`config.mk`:
```
export PLATFORM = sky130hd
export DESIGN_NAME = dma_fsm
export DESIGN_NICKNAME = d
export VERILOG_FILES = /design/src/dma_fsm.sv
export SDC_FILE = /design/constraint.sdc
export NUM_CORES = 1
export LEC_CHECK = 0
export ABC_AREA = 0
export BUFFER_PORTS_ARGS = -buffer_cell sky130_fd_sc_hd__buf_2
export CAP_MARGIN = 0
export CORE_AREA = 5 5 42 44
export DETAILED_ROUTE_END_ITERATION = 6
export DIE_AREA = 0 0 47 49
export GPL_TIMING_DRIVEN = 0
export PLACE_DENSITY = 0.33
export SLEW_MARGIN = 30
export SYNTH_ARGS = -nofsm -noshare
export SYNTH_HDL_FRONTEND = slang
export SYNTH_SLANG_ARGS = --single-unit
```
`constraint.sdc`:
```
create_clock -name clk_i -period 1.9 [get_ports clk_i]
set_input_delay 0.095 -clock clk_i [delete_from_list [all_inputs] [get_ports clk_i]]
set_output_delay 0.095 -clock clk_i [all_outputs]
set_load 0.01 [all_outputs]
```
`src/dma_fsm.sv`:
```
// ----------------------------
// DMA control FSM
// One read then one write per word
// ----------------------------

`timescale 1ns/100ps

module dma_fsm (
  input  logic clk_i,
  input  logic rst_n_i,
  input  logic desc_valid_i,
  input  logic len_zero_i,
  input  logic gnt_i,
  input  logic resp_valid_i,
  input  logic last_i,
  output logic desc_ready_o,
  output logic busy_o,
  output logic done_o,
  output logic rd_phase_o,
  output logic req_valid_o,
  output logic wen_o,
  output logic count_en_o
);

  localparam logic [2:0] StIdle  = 3'd0;
  localparam logic [2:0] StRead  = 3'd1;
  localparam logic [2:0] StWait  = 3'd2;
  localparam logic [2:0] StWrite = 3'd3;
  localparam logic [2:0] StDone  = 3'd4;

  logic [2:0] state_q;
  logic [2:0] state_d;

  always_comb begin
    state_d = state_q;
    case (state_q)
      StIdle: begin
        if (desc_valid_i) begin
          // Empty transfer skips all memory access
          state_d = len_zero_i ? StDone : StRead;
        end
      end
      StRead: begin
        if (gnt_i) begin
          state_d = StWait;
        end
      end
      StWait: begin
        if (resp_valid_i) begin
          state_d = StWrite;
        end
      end
      StWrite: begin
        if (gnt_i) begin
          state_d = last_i ? StDone : StRead;
        end
      end
      StDone: begin
        state_d = StIdle;
      end
      default: begin
        state_d = StIdle;
      end
    endcase
  end

  always_ff @(posedge clk_i) begin
    if (!rst_n_i) begin
      state_q <= StIdle;
    end else begin
      state_q <= state_d;
    end
  end

  assign desc_ready_o = (state_q == StIdle);
  assign busy_o       = (state_q != StIdle);
  assign done_o       = (state_q == StDone);
  assign rd_phase_o   = (state_q == StRead);
  assign req_valid_o  = (state_q == StRead) || (state_q == StWrite);
  assign wen_o        = (state_q == StWrite);
  // Word is complete once its write is taken
  assign count_en_o   = (state_q == StWrite) && gnt_i;

endmodule

```
Word-level counts from Yosys, hierarchy flattened
Index checks and enable logic that the tools add are counted.

Word-level logic and storage cells: 21. Register bits: 3.

Equal/unequal tests: 8. Reduce and logical (&&, ||, !) cells: 5. Muxes and demuxes: 7.

Operators with widths (count): $mux 3 (6); $pmux 3 s4 (1); $ne 2x2->1 const B (4); $eq 3x2->1 const B (2); $reduce_and 4->1 (1); $eq 3x1->1 const B (1); $eq 3x3->1 const B (1); $logic_not 3->1 (1); $reduce_bool 3->1 (1); $logic_and 1x1->1 (1); $logic_or 1x1->1 (1).

Logic depth before layout (Yosys ltp)
Word-level depth: 3. Gate-level depth with buffers: 3.

Worst setup path before layout
Ideal clock, no wire load.

Kind: register to register. Start: reg state_q[1]. End: reg state_q[0]. Arrival: 0.842 ns. Library setup time: 0.125 ns. Path buffers: 0. Required time: 1.775 ns. Period minus slack after synthesis: 0.967 ns. Slack: 0.933 ns. Cell stages (with the launch flop): 4. Cells stage by stage: dfxtp_1 -> and2_2 -> a211oi_1 -> o21ai_1.

Longest elaborated chain between the ends: 3.

Ends and longest elaborated chain: from (decl) (line 31) `logic [2:0] state_q;`; from (signal assigned) (line 69) `state_q <= StIdle;`; from (signal assigned) (line 71) `state_q <= state_d;`; $eq 3x2->1 (tied with other cells) (line 36) `case (state_q)`; $ne 2x2->1 (no line); $reduce_and 4->1 (no line).

Parallel ways exist; a longest one is shown, timed or not. A chain may end at the register's enable or synchronous reset.

Final worst setup path
Start: reg state_q[2]. End: out rd_phase_o.

Longest elaborated chain between the ends: 1.

Ends and longest elaborated chain: $eq 3x1->1 (line 78) `assign rd_phase_o = (state_q == StRead);`; to (decl) (line 19) `output logic rd_phase_o,`.

Every way passes these cells.

==> run_results.csv <==
group,metric,value,unit
finish,final_cell_mix,"buf_2 (13), and2_2 (3), clkbuf_4 (3), dfxtp_1 (3)",
critical_path,crit_path_end_kind,"output port",
cts,clk_latency,230,ps
cts,htreeDepth,1,
route,vias,231,
die,core.rowCount,14,
route,drtAntennaViolNets,0,
timing,setup_viol,0,
route,via_per_inst,4.05,
die,die_y,49,µm
critical_path,critPathRequiredTime,1800,ps
timing,tns,0,ps
placement,port_buffers,13,
critical_path,rrSetupSlack,850,ps
finish,top_register,"state_q",
placement,hpwl,445,µm
finish,fillers,175,
yosys,ys_ff_latch,3,
global_routing,grt_pass1_vias,224,
yosys,synth_cell_type_count,17,
global_routing,antenna_found_initial,0,
cts,ctsRootBufferMaster,"clkbuf_4",
cts,numCtsBuffers,3,
critical_path,startpoint_type,"flip-flop",
timing,fin_crit_sh,0.644,
die,core-area,0.00140,mm²
finish,syn_to_final_growth,57.1,%
cts,cts_resized,0,
timing,max_freq,817,MHz
finish,utilization,0.219,
power,leakagePower,0.154,nW
finish,nets,49,
route,routed_wl,523,µm
route,firstDrtPassIters,2,
finish,antenna_cells,0,
timing,slew_viol_final,0,
timing,hold_violations,0,
cts,cts_tree,"yes",
global_routing,grt_use_total,0.0521,
finish,drive_gt1_frac,0.512,
power,ir_drop,0.000218,V
yosys,synth_top_area_frac,0.308,
die,die_w,47,µm
timing,rsz0062_at_grt,"false",
finish,largest_reg_flops,3,
critical_path,cp_cell_sequence,"and2b_1 -> and2_2 -> buf_2",
cts,clockBufferDepth,2,
placement,place.gp.congestion,0.762,
hold_path,hold_class,"input pin to flip-flop",
global_routing,grt_pass1_wl,855,µm
yosys,synth_fp_nets,31,
die,ioPinCount,14,
finish,largestRegisters,"state_q x3",
timing,skew,1.21,ps
global_routing,grt_max_degree,8,
run,maxCapViolations,0,
yosys,ys_seq_area_frac,0.308,
die,initial_core_util,0.139,
critical_path,crit_path_max_fanout,5,
global_routing,grt_remaining_overflow,0,
cts,postCtsSetupBuffers,0,
cts,cts_hold_buf,0,
placement,pre_cts_slack,832,ps
timing,timing.slew.headroom,0.819,
yosys,ys.warnings.count,0,
critical_path,crit_family,"simple AND/OR/NAND/NOR gates",
yosys,synth_cells,24,
route,drc,0,
yosys,syn-cell-area,195,µm²
route,wire_per_inst,9.18,µm
critical_path,crit_slowest_cell,"dfxtp_1",
finish,final_common_cell,"buf_2",
die,die_area,0.00230,mm²
power,power_density,812,mW/mm²
critical_path,crit_buf_inv,1,
timing,worst_pin_slew,271,ps
yosys,synth_area_leaders,"dfxtp_1 (31%), and2_2 (12%), nand2b_1 (6.4%)",
timing,finalWorstSetupSlack,676,ps
critical_path,max_stage_delay,360,ps
yosys,yosysTopAreaCell,"dfxtp_1",
route,detail_route.iter0.violations,1,
cts,clkSinkCount,3,
critical_path,crit_type,"flip-flop to output port",
cts,clkTransAtPathRegs,30,ps
critical_path,critPathArrivalTime,1130,ps
yosys,avgSynthCellArea,8.13,µm²
outcome,status,"finished, final reports clean",
timing,fin_crit,1220,ps
[final timing paths]
check	startpoint	end	depth (start not counted)
worst min-delay path	rst_n_i	state_q[0]	3
worst max-delay path	state_q[2]	rd_phase_o	3
worst min register to register	state_q[0]	state_q[1]	3
worst max register to register	state_q[1]	state_q[0]	3
[stage by stage]
step	power (W)	area (µm²)	std cells	hold slack, ps
2_1_floorplan	0.000115	195	24	241
3_3_place_gp	0.000145	280	53	384
4_1_cts	0.000258	307	57	124
5_1_grt	0.000272	307	57	148
6_report	0.000249	307	57	129
3_5_place_dp	0.000143	280	53	366
[worst min-delay path, stage by stage]
cell and delay, ps:
buf_2 90, nand3b_1 60, o21ai_1 70
[cells by family after synthesis]
| group | count (synthesis) | share of synthesized area |
|---|---|---|
| DFF | 3 | 0.308 |
| AOI/OAI and AO/OA | 4 | 0.154 |
| buffers and inverters | 2 | 0.0384 |
| xor gates and xnor gates | 1 | 0.0449 |
| and+or+nand+nor | 14 | 0.455 |
[cell usage after synthesis, drive strengths merged]
cell type and n:
dfxtp 3, nand3b 1, nor2 2, and2b 1, nand2b 2, xnor2 1
o21ai 1, and2 4, a211oi 1, a22oi 1, nand2 1, inv 2
a221o 1, nor3 2, and4b 1
[cell type report]
type / instances / area [µm²] / area share
multi-input cells: 19 / 128 / 0.416
repair buffers: 13 / 65.1 / 0.212
flip-flops and latches: 3 / 60.1 / 0.196
clock buffers: 4 / 26.3 / 0.0857
well taps: 16 / 20.0 / 0.0653
inverters: 2 / 7.51 / 0.0245
[power breakdown]
| part | total [W] | switching (W) | internal [W] |
|---|---|---|---|
| Sequential | 0.0000772 | 0.00000803 | 0.0000691 |
| Clock | 0.000108 | 0.0000295 | 0.0000785 |
| Combinational | 0.0000639 | 0.0000319 | 0.0000320 |
| Total | 0.000249 | 0.0000695 | 0.000180 |
[layer usage]
metal	up-vias	routed length [µm]	share of wire	GRT usage
li1	118	-	-	-
met1	105	221	0.42	0.0548
met2	8	239	0.46	0.0769
met3	0	63	0.12	0.0332
met4	0	0	0	0.0276
met5	-	0	0	0
No activity file was read; power rests on OpenSTA's default activity.
