**config.mk**
```make
export PLATFORM = sky130hd
export DESIGN_NAME = tcdm_bank
export DESIGN_NICKNAME = d
export VERILOG_FILES = /design/src/group_pkg.sv /design/src/tcdm_bank.sv
export SDC_FILE = /design/constraint.sdc
export NUM_CORES = 2
export LEC_CHECK = 0
export BUFFER_PORTS_ARGS = -buffer_cell sky130_fd_sc_hd__buf_2
export CAP_MARGIN = 10
export CORE_UTILIZATION = 55
export CTS_BUF_LIST = sky130_fd_sc_hd__clkbuf_16
export DETAILED_ROUTE_END_ITERATION = 8
export HOLD_SLACK_MARGIN = 0.06
export PLACE_DENSITY = 0.75
export REMOVE_ABC_BUFFERS = 1
export SETUP_SLACK_MARGIN = 0.5
export SLEW_MARGIN = 0
export SYNTH_ARGS = -nofsm -noshare
export SYNTH_HDL_FRONTEND = slang
export SYNTH_SLANG_ARGS = --single-unit
```
**constraint.sdc**
```tcl
create_clock -name clk_i -period 3.5 [get_ports clk_i]
set_input_delay 0.175 -clock clk_i [delete_from_list [all_inputs] [get_ports clk_i]]
set_output_delay 0.175 -clock clk_i [all_outputs]
set_load 0.05 [all_outputs]
```
**src/group_pkg.sv**
```systemverilog
// ----------------------------
// Memory group shared widths and word types
// ----------------------------

package group_pkg;

  // ----------------------------
  // Data path
  // ----------------------------

  localparam int unsigned DataWidth = 32;

  // One enable per byte lane
  localparam int unsigned BeWidth = DataWidth / 8;

  typedef logic [DataWidth-1:0] data_t;
  typedef logic [BeWidth-1:0]   strb_t;

  // ----------------------------
  // Addressing
  // ----------------------------

  // Word address; bits above the memory size are dropped by the decode
  localparam int unsigned AddrWidth = 16;

  typedef logic [AddrWidth-1:0] addr_t;

  // DMA transfer length, counted in words
  localparam int unsigned LenWidth = 16;

  typedef logic [LenWidth-1:0] len_t;

endpackage

```
**src/tcdm_bank.sv**
```systemverilog
// ----------------------------
// Single-port TCDM bank
// Byte-masked write, read data one cycle after the request
// ----------------------------

`timescale 1ns/100ps

module tcdm_bank #(
  parameter int unsigned BankDepth = 64
) (
  input  logic                         clk_i,
  input  logic                         req_i,
  input  logic                         wen_i,
  input  logic [$clog2(BankDepth)-1:0] row_i,
  input  group_pkg::data_t             wdata_i,
  input  group_pkg::strb_t             be_i,
  output group_pkg::data_t             rdata_o
);

  import group_pkg::*;

  data_t mem_q [BankDepth];
  data_t rdata_q;

  // Write only the enabled byte lanes
  always_ff @(posedge clk_i) begin
    if (req_i && wen_i) begin
      for (int unsigned i = 0; i < BeWidth; i++) begin
        if (be_i[i]) begin
          mem_q[row_i][8*i +: 8] <= wdata_i[8*i +: 8];
        end
      end
    end
  end

  // Old contents are returned, also on a write
  always_ff @(posedge clk_i) begin
    if (req_i) begin
      rdata_q <= mem_q[row_i];
    end
  end

  assign rdata_o = rdata_q;

endmodule

```
After elaboration in Yosys (flattened, before gate mapping):

Memories as Yosys holds them, arrays and structs flattened. A register that Yosys moved wholly into a read port is not among the register bits.
Index checks and enable logic that the tools add are counted.

* register bits: 0
* memories: 1
* logic and storage cells: 14
* output and inout port bits: 32
* RAM bits: 2048

Memories
* mem_q: depth 64, bits a word 32, rd ports 1, clocked after Yosys merged registers in 1, wr ports 1, RTL line tcdm_bank.sv:22 `data_t mem_q [BankDepth];`

* muxes and demuxes: 12
* reductions and logical operators: 1

Operators by type and width (number)
* $mux W1: 12
* $logic_and A1 B1 Y1: 1

Longest topological paths before layout:

* word-level depth: 3
* mapped depth: 11
* depth with buffers taken out: 6

Worst setup path before layout:

No wires, ideal clock.

* kind: input to register
* from: input row_i[4]
* to: memory mem_q[33][0] (netlist bit), enable pin
* setup time: 0.370 ns
* arrival: 1.829 ns
* path slack: 1.301 ns
* cell stages on the path: 6
* path buffers: 3
* cell sequence: clkbuf_1 -> clkbuf_1 -> nor3_1 -> buf_2 -> nand2_1 -> nor2_1

RTL lines
* from (decl): RTL line tcdm_bank.sv:14 `input logic [$clog2(BankDepth)-1:0] row_i,`
* to (decl): RTL line tcdm_bank.sv:22

Straight into the memory's write port.

Worst setup path after layout:

* from: input row_i[0]
* to: memory mem_q[57][5] (netlist bit), enable pin

Straight into the memory's write port.

==> flow_summary.yaml <==
die:
  num_io_pins: 77
  die_area_sq_um: 147000
  die-height_um: 384
  die_w_um: 384
  core_sq_um: 144000
  fp-row-count: 139
  start_util: 0.556
timing:
  layout_min_cycle_time_ns: 2.70
  setup_viol: 0
  worstMarginPinSlew_ns: 1.29
  hold_violations: 0
  maxSlewViolCount: 0
  fin_skew_ns: 0.0248
  max-slew-margin-rel: 0.140
  rsz0062_at_grt: "false"
  max_freq_mhz: 370
  setup_tns_ns: 0
  whs_ns: 0.127
  timing.final.crit_share: 0.772
clocking:
  cts_num_sinks: 2080
  clock_path_buffers: 3
  cts_tree: "yes"
  numCtsBuffers: 194
  cts_resized: 0
  root_buffer: "clkbuf_16"
  clk_pin_slew_ns: 0.06
  clk_latency_ns: 0.83
  htreeDepth: 4
  cts_setup_buffers: 0
critical_path:
  critPathLaunchType: "input pin"
  ff2ff_path_depth: 6
  rr_startpoint: "mem_q[14][25]"
  worst_ep_required_time_ns: 4.01
  crit_fanout: 30
  crit_type: "in2reg"
  cp_slowest_cell: "nor2_4"
  slowest_delay_ns: 0.89
  crit_arrival_ns: 3.21
  regToRegSetupSlack_ns: 1.06
  critPathCaptureType: "flip-flop"
  r2r_end: "rdata_o[25]"
  path_cells: "buf_6 -> or2b_2 -> nor2_4 -> nand2_1 -> nor2_1 -> buf_4"
power:
  power_leakage_nw: 29.8
  finalPower_w: 0.0513
  peakVddDrop_mv: 0.415
  pwr_density_cell_nw_per_um2: 560
synthesis:
  netlist_top_cells_area: "edfxtp_1 78%, mux2i_1 3.6%, a22oi_1 2.6%, a221oi_1 1.9%, nor2_1 1.9%"
  avgSynthCellArea_sq_um: 17.4
  synth_ff_type: "edfxtp_1"
  netlist.area_leader.share: 0.779
  syn_area_sq_um: 80200
  ys_ff_latch: 2080
  synth_cells: 4596
  synth-seq-area-share: 0.779
  synth_warnings: 0
  synth_edf_count: 2080
  async_flop_share: 0
  ys_types: 59
  synth_top_area_cell: "edfxtp_1"
layout:
  layout-drive-gt1-share: 0.200
  fin_area_sq_um: 91600
  syn_to_final_growth_pct: 14.2
  nets: 5044
  layout_common_cells: "2080 x edfxtp_1, 412 x buf_4, 394 x nor2_1"
  layout_commonest_cell: "edfxtp_1"
min_path:
  hp-class: "in2reg"
  hp-start: "row_i[0]"
  min_to: "rdata_o[19]"
  min_path_cells: 4
route:
  wirelength_um: 233000
  viasPerCell: 6.81
  via_count: 48200
  ant_nets: 0
  wire_per_inst_um: 33.0
  dr.pass1.iters: 8
  drt_iter0_drc: 7732
  drc: 0
grt:
  antenna_found_initial: 9
  grt_use_total: 0.316
  grt_max_degree: 75
  grt_pass1_vias: 46600
  grt_overflow: 0
  grt_pass1_wl_um: 329000
status:
  status: "finished, final reports clean"
place:
  place.gp.congestion: 0.954
  hpwl_um: 148000
  port_buffers: 76
  dpl-instance-area_sq_um: 85000
job:
  drv_cap: 0
==> layer usage <==
layer / track usage / share of wire
met2: 0.469 / 0.44
met5: 0.00682 / 0.00076
met4: 0.185 / 0.068
met1: 0.414 / 0.35
met3: 0.0955 / 0.14
==> what timing repair did <==
action / 4_1_cts / 5_1_grt
endpoints found under the hold margin: 660 / 32
endpoints found under the setup margin: 0 / 0
hold buffers: 20 / 1
==> area by class of cell <==
class / instances / area (sq um)
flip-flops and latches: 2080 / 62500
fillers: 9586 / 52600
multi-input cells: 2185 / 16200
clock buffers: 201 / 5030
repair buffers: 534 / 4210
well taps: 1903 / 2380
clock inverters: 158 / 1270
diodes: 9 / 22.5
inverters: 4 / 17.5
==> stage by stage <==
step	setup slack [ns]	util	instances
6_report	0.798	0.635	7074
5_1_grt	0.906	0.635	7066
4_1_cts	0.947	0.635	7063
3_5_place_dp	0.124	0.590	6684
3_3_place_gp	0.193	0.590	6684
2_1_floorplan	-0.671	-	4269
==> cells in the mapped netlist (4+ instances only) <==
library cell  instances
edfxtp_1           2080
nor2_1              401
mux2i_1             287
a22oi_1             281
a21oi_1             182
a221oi_1            178
clkbuf_1            128
nand2_1             127
buf_2               115
mux2_2              114
o22ai_1             113
o21ai_0             100
mux4_2               66
a31oi_1              54
o221ai_1             36
buf_4                32
a22o_1               29
buf_1                27
buf_6                25
nand3_1              25
o21ai_1              19
nand4_1              17
a211oi_1             16
a221oi_2             15
a222oi_1             15
mux2_1               15
nor4_1               14
o2111ai_1            14
o2bb2ai_1            14
nor2_2                5
nor2b_1               4
nor3_1                4
==> how the worst max path moves through the flow <==
stage,start,endpoint,slack [ns],cells past startpoint
global placement,row_i[0],mem_q[57][2],0.19,6
detailed placement,row_i[0],mem_q[57][4],0.12,6
global route,row_i[1],mem_q[7][28],0.91,8
CTS,row_i[0],mem_q[57][5],0.95,6
finish,row_i[0],mem_q[57][5],0.80,6
floorplan,row_i[2],mem_q[55][16],-0.67,4
==> kinds of logic (layout without fill, tap and decap cells) <==
| family | after synthesis | count (layout) | synth area share |
|---|---|---|---|
| buf+inv | 331 | 897 | 0.0211 |
| mux | 482 | 482 | 0.0725 |
| other cells | 0 | 9 | 0 |
| flops | 2080 | 2080 | 0.779 |
| compound gates | 1077 | 1077 | 0.0951 |
| simple gates | 626 | 626 | 0.0323 |
==> critical path: cells and delay by family <==
family        cells  cell delay [ns]
simple gates      4             2.51
buf+inv           2             0.47
==> sequential cells by signal (all words and copies together), names as in the netlist <==
| register | count |
|---|---|
| mem_q | 2048 |
| rdata_o | 32 |
==> where the power goes <==
| group | internal, W | switching [W] |
|---|---|---|
| logic | 0.000785 | 0.00204 |
| registers | 0.0275 | 0.0000626 |
| clock network | 0.0119 | 0.00900 |
| total | 0.0402 | 0.0111 |
Power figures use the tool's default switching activity.
