## src/group_pkg.sv

```systemverilog
// ----------------------------
// Memory group shared widths and word types
// ----------------------------

package group_pkg;

  // ----------------------------
  // Data path
  // ----------------------------

  localparam int unsigned DataWidth = 32;

  // One enable per byte lane
  localparam int unsigned BeWidth = DataWidth / 8;

  typedef logic [DataWidth-1:0] data_t;
  typedef logic [BeWidth-1:0]   strb_t;

  // ----------------------------
  // Addressing
  // ----------------------------

  // Word address; bits above the memory size are dropped by the decode
  localparam int unsigned AddrWidth = 16;

  typedef logic [AddrWidth-1:0] addr_t;

  // DMA transfer length, counted in words
  localparam int unsigned LenWidth = 16;

  typedef logic [LenWidth-1:0] len_t;

endpackage

```

## src/dma_word_counter.sv

```systemverilog
// ----------------------------
// DMA word index counter
// ----------------------------

`timescale 1ns/100ps

module dma_word_counter (
  input  logic            clk_i,
  input  logic            rst_n_i,
  input  logic            clear_i,
  input  logic            count_en_i,
  input  group_pkg::len_t len_i,
  output group_pkg::len_t index_o,
  output logic            last_o
);

  // New descriptor restarts at word zero
  always_ff @(posedge clk_i) begin
    if (!rst_n_i) begin
      index_o <= '0;
    end else if (clear_i) begin
      index_o <= '0;
    end else if (count_en_i) begin
      index_o <= index_o + 1'b1;
    end
  end

  assign last_o = (index_o == len_i - 1'b1);

endmodule

```

## config.mk

```make
export PLATFORM = sky130hd
export DESIGN_NAME = dma_word_counter
export DESIGN_NICKNAME = d
export VERILOG_FILES = /design/src/group_pkg.sv /design/src/dma_word_counter.sv
export SDC_FILE = /design/constraint.sdc
export NUM_CORES = 1
export LEC_CHECK = 0
export ABC_CLOCK_PERIOD_IN_PS = 1760
export BUFFER_PORTS_ARGS = -buffer_cell sky130_fd_sc_hd__buf_2
export CORE_MARGIN = 3
export CORE_UTILIZATION = 39
export CTS_BUF_LIST = sky130_fd_sc_hd__clkbuf_8
export CTS_CLUSTER_SIZE = 10
export DETAILED_ROUTE_END_ITERATION = 8
export MAX_ROUTING_LAYER = met4
export PLACE_DENSITY = 0.66
export SYNTH_ARGS = -nofsm -noshare
export SYNTH_HDL_FRONTEND = slang
export SYNTH_SLANG_ARGS = --single-unit
```

## constraint.sdc

```tcl
create_clock -name clk_i -period 1.76 [get_ports clk_i]
set_clock_uncertainty 0.05 [all_clocks]
set_input_delay 0.088 -clock clk_i [delete_from_list [all_inputs] [get_ports clk_i]]
set_output_delay 0.088 -clock clk_i [all_outputs]
set_load 0.1 [all_outputs]
```

======== Word level (Yosys, flattened, before mapping) ========
Cells that the tools add are included.
W data, S select, Z words.
word-level totals
  flip-flop bits (word level) ............. 16
  bits of input ports ..................... 20
  output and inout bits ................... 17
cells by class
  reduce and logical (&&, ||, !) cells .... 1
  add/sub/neg operators ................... 2
  equality and inequality tests ........... 1
  bitwise operators ....................... 1
operators by type and width
  kind                     count
  $add A16 B1 Y16 const B  1
  $eq A16 B16 Y1           1
  $sub A16 B1 Y16 const B  1
  $reduce_or A2 Y1         1
  $not A1 Y1               1

======== Depth between registers and ports, before layout ========
  word-level depth ........................ 2
  depth in mapped cells ................... 8

======== Worst setup path before layout ========
OpenSTA, ideal clock, no wires.
  kind .................................... register to output
  start point ............................. register index_o[2]
  end point ............................... output port last_o
  data required time ...................... 1.622 ns
  cell stages (with the launch flop) ...... 8
  data arrival time ....................... 3.616 ns
  path slack .............................. -1.994 ns
  path through ............................ dfxtp_1 > clkbuf_1 > inv_1 > nor3b_1 > o2111ai_1 > nor3_2 > nand4_1 > nor4_2
between the ends
  word-level cells in the longest chain between the ends .. 1
ends and longest elaborated chain
  what                    RTL line                text
  start, declared         dma_word_counter.sv:13  output group_pkg::len_t index_o,
  start signal, assigned  dma_word_counter.sv:24  index_o <= index_o + 1'b1;
  $eq A16 B16 Y1          dma_word_counter.sv:28  assign last_o = (index_o == len_i - 1'b1);
  end, declared           dma_word_counter.sv:14  output logic last_o
No other way between the ends.

======== Worst setup path in the final report ========
  start point ............................. input port len_i[1]
  end point ............................... output port last_o
between the ends
  word-level cells in the longest chain between the ends .. 2
ends and longest elaborated chain
  what             RTL line                text
  start, declared  dma_word_counter.sv:12  input group_pkg::len_t len_i,
  $sub A16 B1 Y16  dma_word_counter.sv:28
  $eq A16 B16 Y1   dma_word_counter.sv:28
No other way between the ends.

==> flow_summary_export.csv <==
group,metric,value,unit
yosys,async_flop_share,0,
yosys,synth_cells,150,
detailed_routing,wl_per_cell,13.4,µm
clock_tree,root_buffer,"clkbuf_8",
pwr,pwr-share-comb,0.203,
timing,slew_violations,0,
clock_tree,clkTransAtPathRegs,0.06,ns
layout,finalInstanceArea,1740,µm²
global_routing,grt_pass1_vias,1159,
global_routing,grt_max_degree,17,
yosys,synth_nets,172,
global_routing,grt_pass1_wl,5.06,mm
setup_path,cp_top_family,"simple AND/OR/NAND/NOR gates",
placed_design,place_ws,-0.513,ns
clock_tree,cts_htree_levels,1,
global_routing,grt_antenna_before_repair,0,
pwr,p_sw,0.205,mW
setup_path,end_kind,"output port",
floorplan,ios,37,
detailed_routing,first_pass_iters,4,
yosys,yosysMostFrequentCell,"nor2_1",
yosys,ys_seq_elements,16,
yosys,yosys-top-cells-area,"dfxtp_1 26%, xor2_1 12%, xnor2_1 11%, nor2_1 5.9%, nand4_1 3.6%",
yosys,synth_commonest_cells,"19 x nor2_1, 17 x xor2_1, 16 x dfxtp_1, 15 x xnor2_1, 11 x nand2_1",
clock_tree,clock-sinks,16,
timing,fin_crit,2.24,ns
layout,largest_register_ffs,16,
layout,fin_nets,230,
layout,layout-drive-gt1-share,0.425,
timing,setup_viol,1,
floorplan,start_util,0.425,
detailed_routing,ant_nets,0,
detailed_routing,finalWirelength,3.19,mm
placed_design,routabilityCongestion,0.843,
pwr,finalPower,0.786,mW
outcome,violations,"negative setup slack",
detailed_routing,via_per_inst,5.30,
floorplan,core-area,2850,µm²
pwr,internal_power,0.581,mW
layout,largest_registers,"index_o (16)",
yosys,syn_avg_cell_area,8.07,µm²
yosys,synth_top_area_share,0.264,
timing,finalHoldViolCount,0,
yosys,synth_cell_type_count,34,
timing,max-slew-margin-rel,0.594,
placed_design,dp_cells,230,
placed_design,portBuffers,36,
pwr,leakage,0.726,nW
clock_tree,cts_hold_buf,0,
global_routing,grt-ovfl-total,0,
yosys,yosys.area.top_type,"dfxtp_1",
placed_design,dp_hpwl,2.54,mm
flow_run,cap_violations,0,
timing,finalWorstSetupSlack,-0.477,ns
global_routing,grtUsageTotal,0.184,
clock_tree,clock_tree.buffer_depth,2,
clock_tree,cts_buffers,3,
placed_design,place_area,1630,µm²
floorplan,die_x,61.7,µm
timing,fmax,447,MHz
pwr,peakVddDrop,0.421,mV
outcome,status,"complete, but fails checks",
layout,area_growth,44.0,%
layout,antenna_cells,0,
setup_path,path_class,"input port to output port",
timing,tightest_slew,0.610,ns
setup_path,crit_chain,"buf_6 -> inv_4 -> ha_4 -> or4b_4 -> and4bb_1 -> xnor2_1 -> nor3b_2 -> nand4_1 -> nor4_4 -> buf_12",
clock_tree,cts_tree,"built",
detailed_routing,vias,1261,
floorplan,die-area,3810,µm²
detailed_routing,drt_iter0_drc,85,
pwr,clockPowerShare,0.349,
worst_hold_path,hp-class,"input port to flip-flop",
clock_tree,clk_latency,0.25,ns
floorplan,row_count,19,
pwr,pwr-share-seq,0.448,
pwr,p_sw_frac,0.261,
yosys,synth_edf_count,0,
detailed_routing,drc,0,
yosys,synthesis.area,1210,µm²
setup_path,cp.arrival,2.10,ns
setup_path,crit_path_start_kind,"input port",
timing,rsz0062_at_grt,"true",
floorplan,chipHeight,61.7,µm
yosys,ys_seq_area_frac,0.264,
setup_path,worst-path-max-fanout,3,
setup_path,path_buf_inv,3,
layout,num-fill-cells,261,
layout,fin_cells,238,
setup_path,slowest_delay,0.46,ns
timing,fin_crit_sh,1.27,
yosys,yosys_warnings,0,
layout,regMostFlops,"index_o",
pwr,power_density,451,nW/µm²
setup_path,critical_path_required,1.62,ns
setup_path,crit_path_top_delay_cell,"or4b_4",
yosys,yosys_most_used_dff,"dfxtp_1",
==> tightest hold or removal path, stage by stage <==
cell and delay, ns:
buf_2 0.16, xnor2_1 0.09, nor2_1 0.07
==> power groups by stage <==
stage          clock, mW  combinational, mW  sequential, mW
2_1_floorplan          0             0.0652           0.372
3_3_place_gp           0              0.145           0.360
3_5_place_dp           0              0.149           0.360
4_1_cts            0.283              0.160           0.352
5_1_grt            0.303              0.175           0.352
6_report           0.274              0.160           0.352
==> cell families after synthesis <==
kind of cell,count (synthesis),synth area share
and+or+nand+nor,74,0.355
xor gates and xnor gates,32,0.231
DFF,16,0.264
AOI/OAI and AO/OA,12,0.0682
buffers and inverters,11,0.0351
muxes,3,0.0248
adders and majority gates,2,0.0207
==> layout by cell type, fill, tap and decap left out, drive strengths merged <==
cell type  netlist  layout
a211oi           1       1
a21oi            4       4
a22oi            1       1
and3             3       3
and4bb           1       1
buf              1      58
clkbuf           4       3
clkinv           0       1
dfxtp           16      16
ha               2       2
inv              6       6
mux2i            3       3
nand2           11      11
nand2b           2       2
nand3            6       6
nand4            7       7
nand4b           2       2
nor2            19      19
nor2b            3       3
nor3             4       4
nor3b            2       2
nor4             8       8
nor4b            2       2
o2111ai          1       1
o211ai           1       1
o21ai            2       2
o221ai           1       1
o31ai            1       1
or3              3       3
or4b             1       1
xnor2           15      15
xor2            17      17
==> layout make-up <==
type                            count  area [µm²]  area share
Timing Repair Buffer               58         373       0.214
Clock buffer                        3        41.3      0.0237
Clock inverter                      1        3.75     0.00215
Sequential cell                    16         364       0.209
Tap cell                           31        38.8      0.0222
Inverter                            6        27.5      0.0158
Multi-Input combinational cell    123         896       0.514
==> through the flow <==
stage | hold WS (ns) | setup TNS, ns | util
2_1_floorplan | 0.346 | -0.955 | -
3_3_place_gp | 0.388 | -0.442 | 0.572
3_5_place_dp | 0.397 | -0.513 | 0.572
4_1_cts | 0.141 | -0.481 | 0.604
5_1_grt | 0.167 | -0.569 | 0.611
6_report | 0.135 | -0.477 | 0.611
==> per-layer routing <==
layer | part of all wire | vias up | global-route usage
met5 | 0 | - | -
met3 | 0.030 | 9 | 0.0145
met1 | 0.42 | 575 | 0.221
li1 | - | 649 | -
met2 | 0.52 | 28 | 0.318
met4 | 0.023 | 0 | 0.0727
==> path summary, 6_finish.rpt <==
path / slack (ns) / endpoint / from / cells after the start
worst max-delay path: -0.48 / last_o / len_i[1] / 10
worst min-delay path: 0.14 / index_o[0] / count_en_i / 3
worst max register to register: 0.18 / index_o[14] / index_o[5] / 6
worst min register to register: 0.47 / index_o[15] / index_o[15] / 2
==> timing repair <==
action                     4_1_cts  5_1_grt
buffers inserted                 2        2
resized for setup                8        1
pin swaps                        6        2
setup endpoints to repair        1        3
gates cloned                     0        0
No activity file was read; power rests on OpenSTA's default activity.
