==> src/group_pkg.sv <==
// ----------------------------
// Memory group shared widths and word types
// ----------------------------

package group_pkg;

  // ----------------------------
  // Data path
  // ----------------------------

  localparam int unsigned DataWidth = 32;

  // One enable per byte lane
  localparam int unsigned BeWidth = DataWidth / 8;

  typedef logic [DataWidth-1:0] data_t;
  typedef logic [BeWidth-1:0]   strb_t;

  // ----------------------------
  // Addressing
  // ----------------------------

  // Word address; bits above the memory size are dropped by the decode
  localparam int unsigned AddrWidth = 16;

  typedef logic [AddrWidth-1:0] addr_t;

  // DMA transfer length, counted in words
  localparam int unsigned LenWidth = 16;

  typedef logic [LenWidth-1:0] len_t;

endpackage

==> src/dma_copy_path.sv <==
// ----------------------------
// DMA copy datapath
// Descriptor registers, address select, read buffer
// ----------------------------

`timescale 1ns/100ps

module dma_copy_path (
  input  logic             clk_i,
  input  logic             rst_n_i,
  input  logic             load_i,
  input  group_pkg::addr_t src_i,
  input  group_pkg::addr_t dst_i,
  input  group_pkg::len_t  len_i,
  input  logic             rd_phase_i,
  input  group_pkg::len_t  index_i,
  input  logic             resp_valid_i,
  input  group_pkg::data_t rdata_i,
  output group_pkg::addr_t addr_o,
  output group_pkg::data_t wdata_o,
  output group_pkg::len_t  len_o,
  output logic             len_zero_o
);

  import group_pkg::*;

  addr_t src_q;
  addr_t dst_q;
  len_t  len_q;
  data_t buf_q;

  always_ff @(posedge clk_i) begin
    if (load_i) begin
      src_q <= src_i;
      dst_q <= dst_i;
    end
  end

  always_ff @(posedge clk_i) begin
    if (!rst_n_i) begin
      len_q <= '0;
    end else if (load_i) begin
      len_q <= len_i;
    end
  end

  // Holds the word between its read and its write
  always_ff @(posedge clk_i) begin
    if (resp_valid_i) begin
      buf_q <= rdata_i;
    end
  end

  // Sum wraps at the address width
  assign addr_o = rd_phase_i ? addr_t'(src_q + index_i) : addr_t'(dst_q + index_i);

  assign wdata_o = buf_q;
  assign len_o   = len_q;

  // Sampled by the FSM in the accept cycle
  assign len_zero_o = (len_i == '0);

endmodule

==> config.mk <==
export PLATFORM = sky130hd
export DESIGN_NAME = dma_copy_path
export DESIGN_NICKNAME = d
export VERILOG_FILES = /design/src/group_pkg.sv /design/src/dma_copy_path.sv
export SDC_FILE = /design/constraint.sdc
export NUM_CORES = 1
export LEC_CHECK = 0
export BUFFER_PORTS_ARGS = -buffer_cell sky130_fd_sc_hd__buf_4
export CAP_MARGIN = 20
export CORE_MARGIN = 5
export CORE_UTILIZATION = 47
export CTS_CLUSTER_SIZE = 14
export DETAILED_ROUTE_END_ITERATION = 16
export GPL_TIMING_DRIVEN = 0
export HOLD_SLACK_MARGIN = 0.1
export PLACE_DENSITY = 0.81
export SLEW_MARGIN = 30
export SYNTH_ARGS = -nofsm -noshare
export SYNTH_HDL_FRONTEND = slang
export SYNTH_SLANG_ARGS = --single-unit
==> constraint.sdc <==
create_clock -name clk_i -period 3.7 [get_ports clk_i]
set_input_delay 0.555 -clock clk_i [delete_from_list [all_inputs] [get_ports clk_i]]
set_output_delay 0.555 -clock clk_i [all_outputs]
set_load 0.01 [all_outputs]
Word level (Yosys, flattened, before mapping)
Cells that the tools add are included.
{"block": "classes", "muxes": 1, "reduce_logical": 1, "addsub": 2}
{"cell": "16-bit adder", "n": 2}
{"cell": "16-bit logical NOT", "n": 1}
{"cell": "16-bit two-way mux", "n": 1}
{"block": "totals", "input_bits": 101, "ff_bits": 80, "word_cells": 8, "out_inout_bits": 65}

Longest topological paths before layout
Gate-level depths: netlist of the first run.
{"block": "logic_depth", "word_depth": 2, "mapped_depth": 11, "depth_no_buf": 9}

Least setup slack after synthesis of the first run
No wires, ideal clock.
{"block": "synth_path", "kind": "in2out", "start": "input rd_phase_i", "end": "output addr_o[14]", "required_time_ps": 3145, "arrival_ps": 2789, "setup_slack_ps": 356, "n_path_buf": 2, "stages": 11, "cell_sequence": "buf_6 > clkbuf_1 > mux2_2 > ha_1 > inv_1 > fa_1 > nor2b_1 > o2111ai_1 > a311o_1 > nand2_1 > xor2_1"}
{"block": "synth_between", "elab_chain_cells": 1}
{"element": "from (decl)", "line_no": "dma_copy_path.sv:15", "rtl": "input logic rd_phase_i,"}
{"element": "16-bit two-way mux", "line_no": "dma_copy_path.sv:55", "rtl": "assign addr_o = rd_phase_i ? addr_t'(src_q + index_i) : addr_t'(dst_q + index_i);"}
{"element": "to (decl)", "line_no": "dma_copy_path.sv:19", "rtl": "output group_pkg::addr_t addr_o,"}
No other way between the ends.

Final worst setup path of the first run
{"block": "layout_path", "start": "input rd_phase_i", "end": "output addr_o[12]"}
The elaborated chain is that of the path after synthesis.

==> run metrics, run 1 <==
outcome complete, no violations; Routed WL per cell 16.8 um; Synth Area per Inst 14.1 um2; Critical Path, Cell by Cell buf_6, mux2_2, ha_1, inv_1, fa_1, nor2b_1, o2111ai_1, a31oi_1, a21oi_1, a311o_1, buf_4; CTS resizes 0; first-pass GRT wire length 14.0 mm; I/O Pins 166; worst-skew pair later-pin latency 0.33 ns; number of diodes 0; cell-internal power 0.00158 W; H-tree lvl count 3; DRT iter0 DRCs 114; CP peak stage delay 0.41 ns; syn_nets 369; Fin Hold WS 0.388 ns; first-pass iteration count of the detailed router 4; Synth top cells by count edfxtp_1, mux2i_1, nor2b_1; P_leak 2.21 nW; Worst-path clk slew 0.08 ns; post-DR vias/cell 5.07; Tcrit/Tclk final 0.942; Cell variety after synth 38; fin nets 543; Crit-path slowest cell fa_1; critical path arrival 2.93 ns; post-route setup slack 0.214 ns; total core area 0.00733 mm2; Worst Max-Slew Pin Slew 0.444 ns; GP Congestion 0.815; number of max-cap violations 0; Routed WL 8.90 mm; total negative slack 0 ns; Setup Skew 0 ns; Post-CTS Setup Bufs 0; switching portion of total power 0.268; TritonCTS clock tree done; RSZ-0062 raised after global routing no; CP required 3.14 ns; layout cell share with drive strength beyond 1 0.465; Switch Pwr 0.000579 W; initial core utilization 0.485; total track usage 0.186; register area 0.00224 mm2; antenna violations before repair 0; power share of the sequential group 0.493; DRC 0; CTS buffer count 9; cell taking the most area after synthesis edfxtp_1; CP Launch Type input port; pre-CTS setup slack -0.273 ns; endpoint type of the worst setup path output pin; crit path kind input port to output pin; CTS Buffer Depth 2; Synth Warn # 0; grt total ovfl 0; Setup Viol. Count Final 0; FFs w/ async S/R, synth 0; Layout area overhead 42.5%; fill count 526; Final Hold Viols 0; Vert. Die Dim 97.0 um; Mapped Cells 252; routed vias 2681; dpl cells 515; post-synthesis sequential area ratio 0.630; main flop type after synthesis edfxtp_1; Tmin final 3.49 ns; Combinational Power Share 0.258; largest net degree at the start of global routing 34; final non-filler cell total 529; cell area power density 426 mW/mm2; Power Total 0.00216 W; Synth top area share 0.540; Post-Syn Area 0.00356 mm2; #FFs+latches synth 80; Post-synth EDFFs 64; f_max 287 MHz; top-count cell post-synth edfxtp_1; Max VDD drop 0.288 mV; die area 0.00941 mm2; clk sinks 80; Slew HR 0.704; Root Driver clkbuf_8; # rows 31; count of buffers from port buffering 164; Multi-input gate area 0.00124 mm2; HPWL after DPL 7.23 mm; clock share of power 0.249; Die Width 97.0 um; max-slew violation count 0; vias in the first global route 2869; antenna viol nets, final 0; CP max FO 16; synth top area cells edfxtp_1, dfxtp_1, ha_1; Hold Path Class input port to flop
[through the flow]
stage          cell area, um2  utilization
3_3_place_gp             4910        0.670
6_report                 5070        0.692
3_5_place_dp             4910        0.670
5_1_grt                  5070        0.692
2_1_floorplan            3560            -
4_1_cts                  5070        0.692
[per-layer routing]
metal	up-vias	track usage	wire length, um
li1	1302	-	-
met1	1235	0.186	3090
met2	131	0.327	4570
met3	13	0.0942	1110
met4	0	0.0702	137
met5	-	0	0
[critical path, delay by kind of cell]
family	cells	cell delay, ns
AOI/OAI and AO/OA	4	1.00
adders and majority gates	2	0.60
buffers and inverters	3	0.36
muxes	1	0.23
and+or+nand+nor	1	0.18
[cell type report]
type                            count  share of cell area
Multi-Input combinational cell    158               0.245
Tap cell                           99              0.0244
Timing Repair Buffer              164               0.243
Clock inverter                      5             0.00691
Buffer                              6             0.00839
Inverter                            7             0.00518
Sequential cell                    80               0.442
Clock buffer                       10              0.0252
[power groups by stage]
| stage | sequential [W] | combinational (W) | clock [W] |
|---|---|---|---|
| final | 0.00106 | 0.000557 | 0.000538 |
| after global routing | 0.00107 | 0.000606 | 0.000596 |
| after CTS | 0.00106 | 0.000561 | 0.000552 |
| after detailed placement | 0.00108 | 0.000560 | 0 |
| after global placement | 0.00108 | 0.000549 | 0 |
| after floorplan | 0.00110 | 0.000256 | 0 |
[timing repair]
action                                  CTS  global route
hold buffers                              0             0
hold endpoints to repair                  0             0
endpoints found under the setup margin    6             0
[flip-flops by register name, indices dropped and copies added, names as in the netlist]
signal / cells
dst_q: 16
len_o: 16
src_q: 16
wdata_o: 32
[cells by family after synthesis]
family	count (synthesis)	synth area share
multiplexers	32	0.0949
AND/OR/NAND/NOR	56	0.0921
AO/OA/AOI/OAI	43	0.0770
adder cells (fa/ha/maj)	16	0.0584
XOR/XNOR	11	0.0271
flip-flops	80	0.630
buffers and inverters	14	0.0204
[cells in the final DEF, fill, tap and decap left out, types with 3 or more instances in the layout]
cell,n
dfxtp_1,16
nor2_1,6
xor2_1,5
o211ai_1,4
o21a_1,3
buf_4,165
nor2b_1,18
xnor2_1,6
a31oi_1,4
ha_1,15
a21oi_1,13
a211oi_1,3
nand2_1,11
mux2_2,14
a21o_1,3
o21ai_0,8
mux2i_1,18
nor4_1,4
clkbuf_1,3
edfxtp_1,64
clkbuf_8,9
inv_1,7
[final timing paths]
check / startpoint / to / slack (ns) / depth (start not counted)
max reg2reg: len_o[11] / len_o[11] / 3.08 / 2
min reg2reg: len_o[6] / len_o[6] / 0.52 / 2
min: src_i[4] / src_q[4] / 0.39 / 1
max: rd_phase_i / addr_o[12] / 0.21 / 11
No activity file was read; power rests on OpenSTA's default activity.
==> run 2, diff against run 1 <==
--- a/config.mk
+++ b/config.mk
@@ -8,12 +8,12 @@
 export BUFFER_PORTS_ARGS = -buffer_cell sky130_fd_sc_hd__buf_4
 export CAP_MARGIN = 20
 export CORE_MARGIN = 5
-export CORE_UTILIZATION = 47
+export CORE_UTILIZATION = 48
 export CTS_CLUSTER_SIZE = 14
 export DETAILED_ROUTE_END_ITERATION = 16
 export GPL_TIMING_DRIVEN = 0
 export HOLD_SLACK_MARGIN = 0.1
-export PLACE_DENSITY = 0.81
+export PLACE_DENSITY = 0.93
 export SLEW_MARGIN = 30
 export SYNTH_ARGS = -nofsm -noshare
 export SYNTH_HDL_FRONTEND = slang
==> constraint.sdc (replaced) <==
create_clock -name clk_i -period 4.5 [get_ports clk_i]
set_input_delay 0.675 -clock clk_i [delete_from_list [all_inputs] [get_ports clk_i]]
set_output_delay 0.675 -clock clk_i [all_outputs]
set_load 0.01 [all_outputs]
==> run 2 against run 1 <==
  * Combinational power fell by 17%
  * Flip-flop and latch count did not move
  * Critical endpoint unchanged
  * Largest power group unchanged
  * Sequential power fell by 17%
  * Critical path type unchanged
  * Cell count rose by 0.38%
  * Final area rose by 1.0%
==> run metrics, run 2 (synthesis gave the netlist of run 1 again) <==
reg2reg end len_o[12]; largest net degree at the start of global routing 34; Power Total 0.00190 W; layout cell share with drive strength beyond 1 0.463; Vert. Die Dim 96.1 um; commonest non-fill, non-tap cells in the layout buf_4, edfxtp_1, mux2i_1, nor2b_1, dfxtp_1; HPWL after DPL 7.63 mm; final non-filler cell total 531; R2R cell count 2; Max VDD drop 0.400 mV; Worst-path clk slew 0.08 ns; CTS resizes 0; TritonCTS clock tree done; Crit-path slowest cell clkbuf_1; DRT iter0 DRCs 127; outcome complete, no violations; H-tree lvl count 3; Post-CTS Setup Bufs 0; I/O Pins 166; critical path arrival 3.59 ns; post-DR vias/cell 5.10; dpl cells 515; total negative slack 0 ns; # rows 31; cell area power density 370 mW/mm2; Slew HR 0.604; P_leak 2.23 nW; Worst Max-Slew Pin Slew 0.594 ns; clk sinks 80; die area 0.00924 mm2; CTS Hold Bufs 0; Final Hold Viols 0; Post-DP Area 0.00491 mm2; total track usage 0.218; final instance area 0.00512 mm2; Critical Path, Cell by Cell buf_6, clkbuf_1, mux2_2, ha_1, inv_1, fa_1, nor2b_1, o2111ai_1, a31oi_1, a21oi_1, a311o_1, buf_4; Layout area overhead 44.0%; CTS Buffer Depth 2; max-slew violation count 0; RSZ-0062 raised after global routing no; Critical Path Sink addr_o[12]; CP peak stage delay 0.47 ns; Routed WL 9.72 mm; CP Depth 12; total core area 0.00725 mm2; vias in the first global route 2879; first-pass GRT wire length 14.6 mm; count of buffers from port buffering 164; antenna violations before repair 0; initial core utilization 0.491; CP top delay family compound AO/OA/AOI/OAI gates; Routed WL per cell 18.3 um; grt total ovfl 0; f_max 235 MHz; r2r startpoint len_o[12]; crit path kind input port to output pin; CP Launch Type input port; CTS buffer count 9; Tmin final 4.26 ns; CP required 3.83 ns; first-pass iteration count of the detailed router 4; Hold Path Class input port to flop; CP max FO 10; GP Congestion 0.889; DRC 0; number of max-cap violations 0; worst-skew pair later-pin latency 0.34 ns; routed vias 2709; R2R Setup Slk 3.79 ns; number of diodes 0; CP startpoint rd_phase_i; Setup Skew 0 ns; Setup Viol. Count Final 0; Die Width 96.1 um; sum of buffers and inverters on the critical path 4; fin nets 544; antenna viol nets, final 0; commonest non-fill, non-tap cell in the layout buf_4; max FFs per register 32; endpoint type of the worst setup path output pin; Root Driver clkbuf_8; Tcrit/Tclk final 0.947
-- run 2: final cells by class --
cell class / count / area [um2]
clock buffer: 10 / 128
fill: 487 / 2130
multi-input combinational: 158 / 1240
tap: 99 / 124
inverter: 7 / 26.3
clock inverter: 6 / 83.8
buffer: 7 / 46.3
timing repair buffer: 164 / 1230
sequential: 80 / 2240
-- run 2: how the worst min path moves through the flow --
stage	slack, ns	startpoint	endpoint	cells after the start
detailed placement	0.51	len_o[0]	len_o[0]	2
CTS	0.48	rdata_i[9]	wdata_o[9]	1
finish	0.50	src_i[0]	src_q[0]	1
global route	0.47	src_i[0]	src_q[0]	1
global placement	0.50	len_o[11]	len_o[11]	2
floorplan	0.54	len_o[10]	len_o[10]	2
-- run 2: through the flow --
stage | setup slack, ns | util | hold WS (ns)
final | 0.240 | 0.707 | 0.502
after CTS | 0.257 | 0.707 | 0.481
after detailed placement | 0.272 | 0.677 | 0.512
after floorplan | 0.916 | - | 0.538
after global routing | 0.00197 | 0.707 | 0.472
after global placement | 0.331 | 0.677 | 0.497
-- run 2: per-layer routing --
metal | wire [um] | GRT usage
met2 | 5220 | 0.386
met4 | 90 | 0.0758
met1 | 3480 | 0.235
met3 | 929 | 0.0837
met5 | 0 | 0
-- run 2: power by group --
part | total, W | switching [W] | leakage [nW] | internal [W]
Sequential | 0.000876 | 0.0000179 | 0.759 | 0.000858
Combinational | 0.000464 | 0.000220 | 1.37 | 0.000244
Clock | 0.000556 | 0.000247 | 0.0999 | 0.000310
Total | 0.00190 | 0.000484 | 2.23 | 0.00141
-- run 2: worst register-to-register path: stages (launching register included) --
cell     delay (ns)
dfxtp_1        0.36
mux2i_1        0.09
nor2b_1        0.18
==> run 3, diff against run 2 <==
--- a/config.mk
+++ b/config.mk
@@ -14,6 +14,7 @@
 export GPL_TIMING_DRIVEN = 0
 export HOLD_SLACK_MARGIN = 0.1
 export PLACE_DENSITY = 0.93
+export RECOVER_POWER = 50
 export SLEW_MARGIN = 30
 export SYNTH_ARGS = -nofsm -noshare
 export SYNTH_HDL_FRONTEND = slang
==> run 3 against run 2 <==
  * The run now ends with max-capacitance violations, max-slew violations left
  * Clock power barely moved
  * Global-route usage did not move
  * Via count fell by 0.92%
  * Non-clock buffer count did not move
  * Wire length fell by 0.60%
  * Utilization fell by 0.16 points
  * Sequential share of layout area rose by 0.096 points
  * Fmax rose by 0.60%
  * Combinational power fell by 1%
  * Sequential power barely moved
  * Critical path type unchanged
==> run metrics, run 3 (synthesis gave the netlist of run 1 again) <==
outcome finished, violations left; failing checks max-capacitance violations, max-slew violations; register area 0.00224 mm2; grt total ovfl 0; Post-CTS Setup Bufs 0; Vert. Die Dim 96.1 um; length of routed met3 wiring 907 um; Hold Path Class input port to flop; CTS resizes 0; I/O Pins 166; first-pass iteration count of the detailed router 4; count of buffers from port buffering 164; H-tree lvl count 3; P_leak 2.21 nW; crit path kind input port to output pin; Tmin final 4.23 ns; max-slew violation count 67; total negative slack 0 ns; number of diodes 0; die area 0.00924 mm2; TritonCTS clock tree done; commonest non-fill, non-tap cell in the layout buf_4; fill count 493; # rows 31; Multi-input gate area 0.00124 mm2; CTS Hold Bufs 0; clk sinks 80; critical path arrival 3.56 ns; largest net degree at the start of global routing 34; highest routed layer met4; layout cell share with drive strength beyond 1 0.456; Setup Viol. Count Final 0; Hold Crit Start src_i[0]; Setup Skew 0 ns; Routed WL per cell 18.2 um; DRC 0; f_max 236 MHz; number of max-cap violations 2; DRT iter0 DRCs 100; DRT met1 WL 3.45 mm; Post-DP Area 0.00491 mm2; final instance area 0.00511 mm2; post-DR vias/cell 5.05; CP required 3.83 ns; cell area power density 370 mW/mm2; max FFs per register 32; worst-skew pair later-pin latency 0.34 ns; CTS buffer count 9; Tcrit/Tclk final 0.941; total core area 0.00725 mm2; HPWL after DPL 7.63 mm; total track usage 0.218; Worst Max-Slew Pin Slew 1.70 ns; Worst-path clk slew 0.09 ns; first-pass GRT wire length 14.6 mm; fin nets 544; Final Hold Viols 0; Slew HR -0.134; GP Congestion 0.889; commonest non-fill, non-tap cells in the layout buf_4, edfxtp_1, clkbuf_4, mux2i_1, nor2b_1; CP max FO 10; RSZ-0062 raised after global routing no; CP Launch Type input port; antenna viol nets, final 0; CTS Buffer Depth 2; Die Width 96.1 um; r2r startpoint len_o[12]; met2 wire length 5.16 mm; Root Driver clkbuf_8; routed vias 2684; initial core utilization 0.491; CP startpoint rd_phase_i; Fin Hold WS 0.517 ns; Routed WL 9.66 mm; final core utilization 0.705; Layout area overhead 43.7%; endpoint type of the worst setup path output pin; vias in the first global route 2879; Power Total 0.00189 W; Max VDD drop 0.400 mV; antenna violations before repair 0
-- run 3: cell types whose count changed in the layout (fill, tap and decap cells not counted) --
cell	before	now
clkbuf_4	0	63
buf_4	165	99
clkbuf_1	4	7
-- run 3: worst max-delay path: stages --
cell       delay (ns)
buf_6            0.10
clkbuf_1         0.47
mux2_2           0.27
ha_1             0.21
inv_1            0.07
fa_1             0.41
nor2b_1          0.21
o2111ai_1        0.18
a31oi_1          0.40
a21oi_1          0.14
a311o_1          0.28
buf_4            0.14
-- run 3: final cells by class --
class,instances,area share
Buffer,7,0.00905
Clock buffer,10,0.0250
Inverter,7,0.00514
Timing Repair Buffer,164,0.239
Sequential cell,80,0.438
Multi-Input combinational cell,158,0.243
Tap cell,99,0.0242
Clock inverter,6,0.0164
-- run 3: final timing paths --
path | end | slack [ns] | cells past startpoint
max | addr_o[12] | 0.27 | 12
min | src_q[0] | 0.52 | 1
max reg2reg | len_o[12] | 3.79 | 2
min reg2reg | len_o[8] | 0.53 | 2
-- run 3: routing by layer --
layer / up-vias / global-route usage
li1: 1304 / -
met1: 1265 / 0.235
met2: 105 / 0.386
met3: 10 / 0.0837
met4: 0 / 0.0758
met5: - / 0
-- run 3: power by group --
part	internal [W]	total (W)	switching (W)
combinational	0.000240	0.000459	0.000219
sequential	0.000859	0.000877	0.0000179
clock	0.000310	0.000558	0.000249
total	0.00141	0.00189	0.000485
-- run 3: metrics by stage --
stage	setup slack, ns	instances
2_1_floorplan	0.916	252
3_3_place_gp	0.331	515
3_5_place_dp	0.272	515
4_1_cts	0.257	531
5_1_grt	0.00197	531
6_report	0.265	531
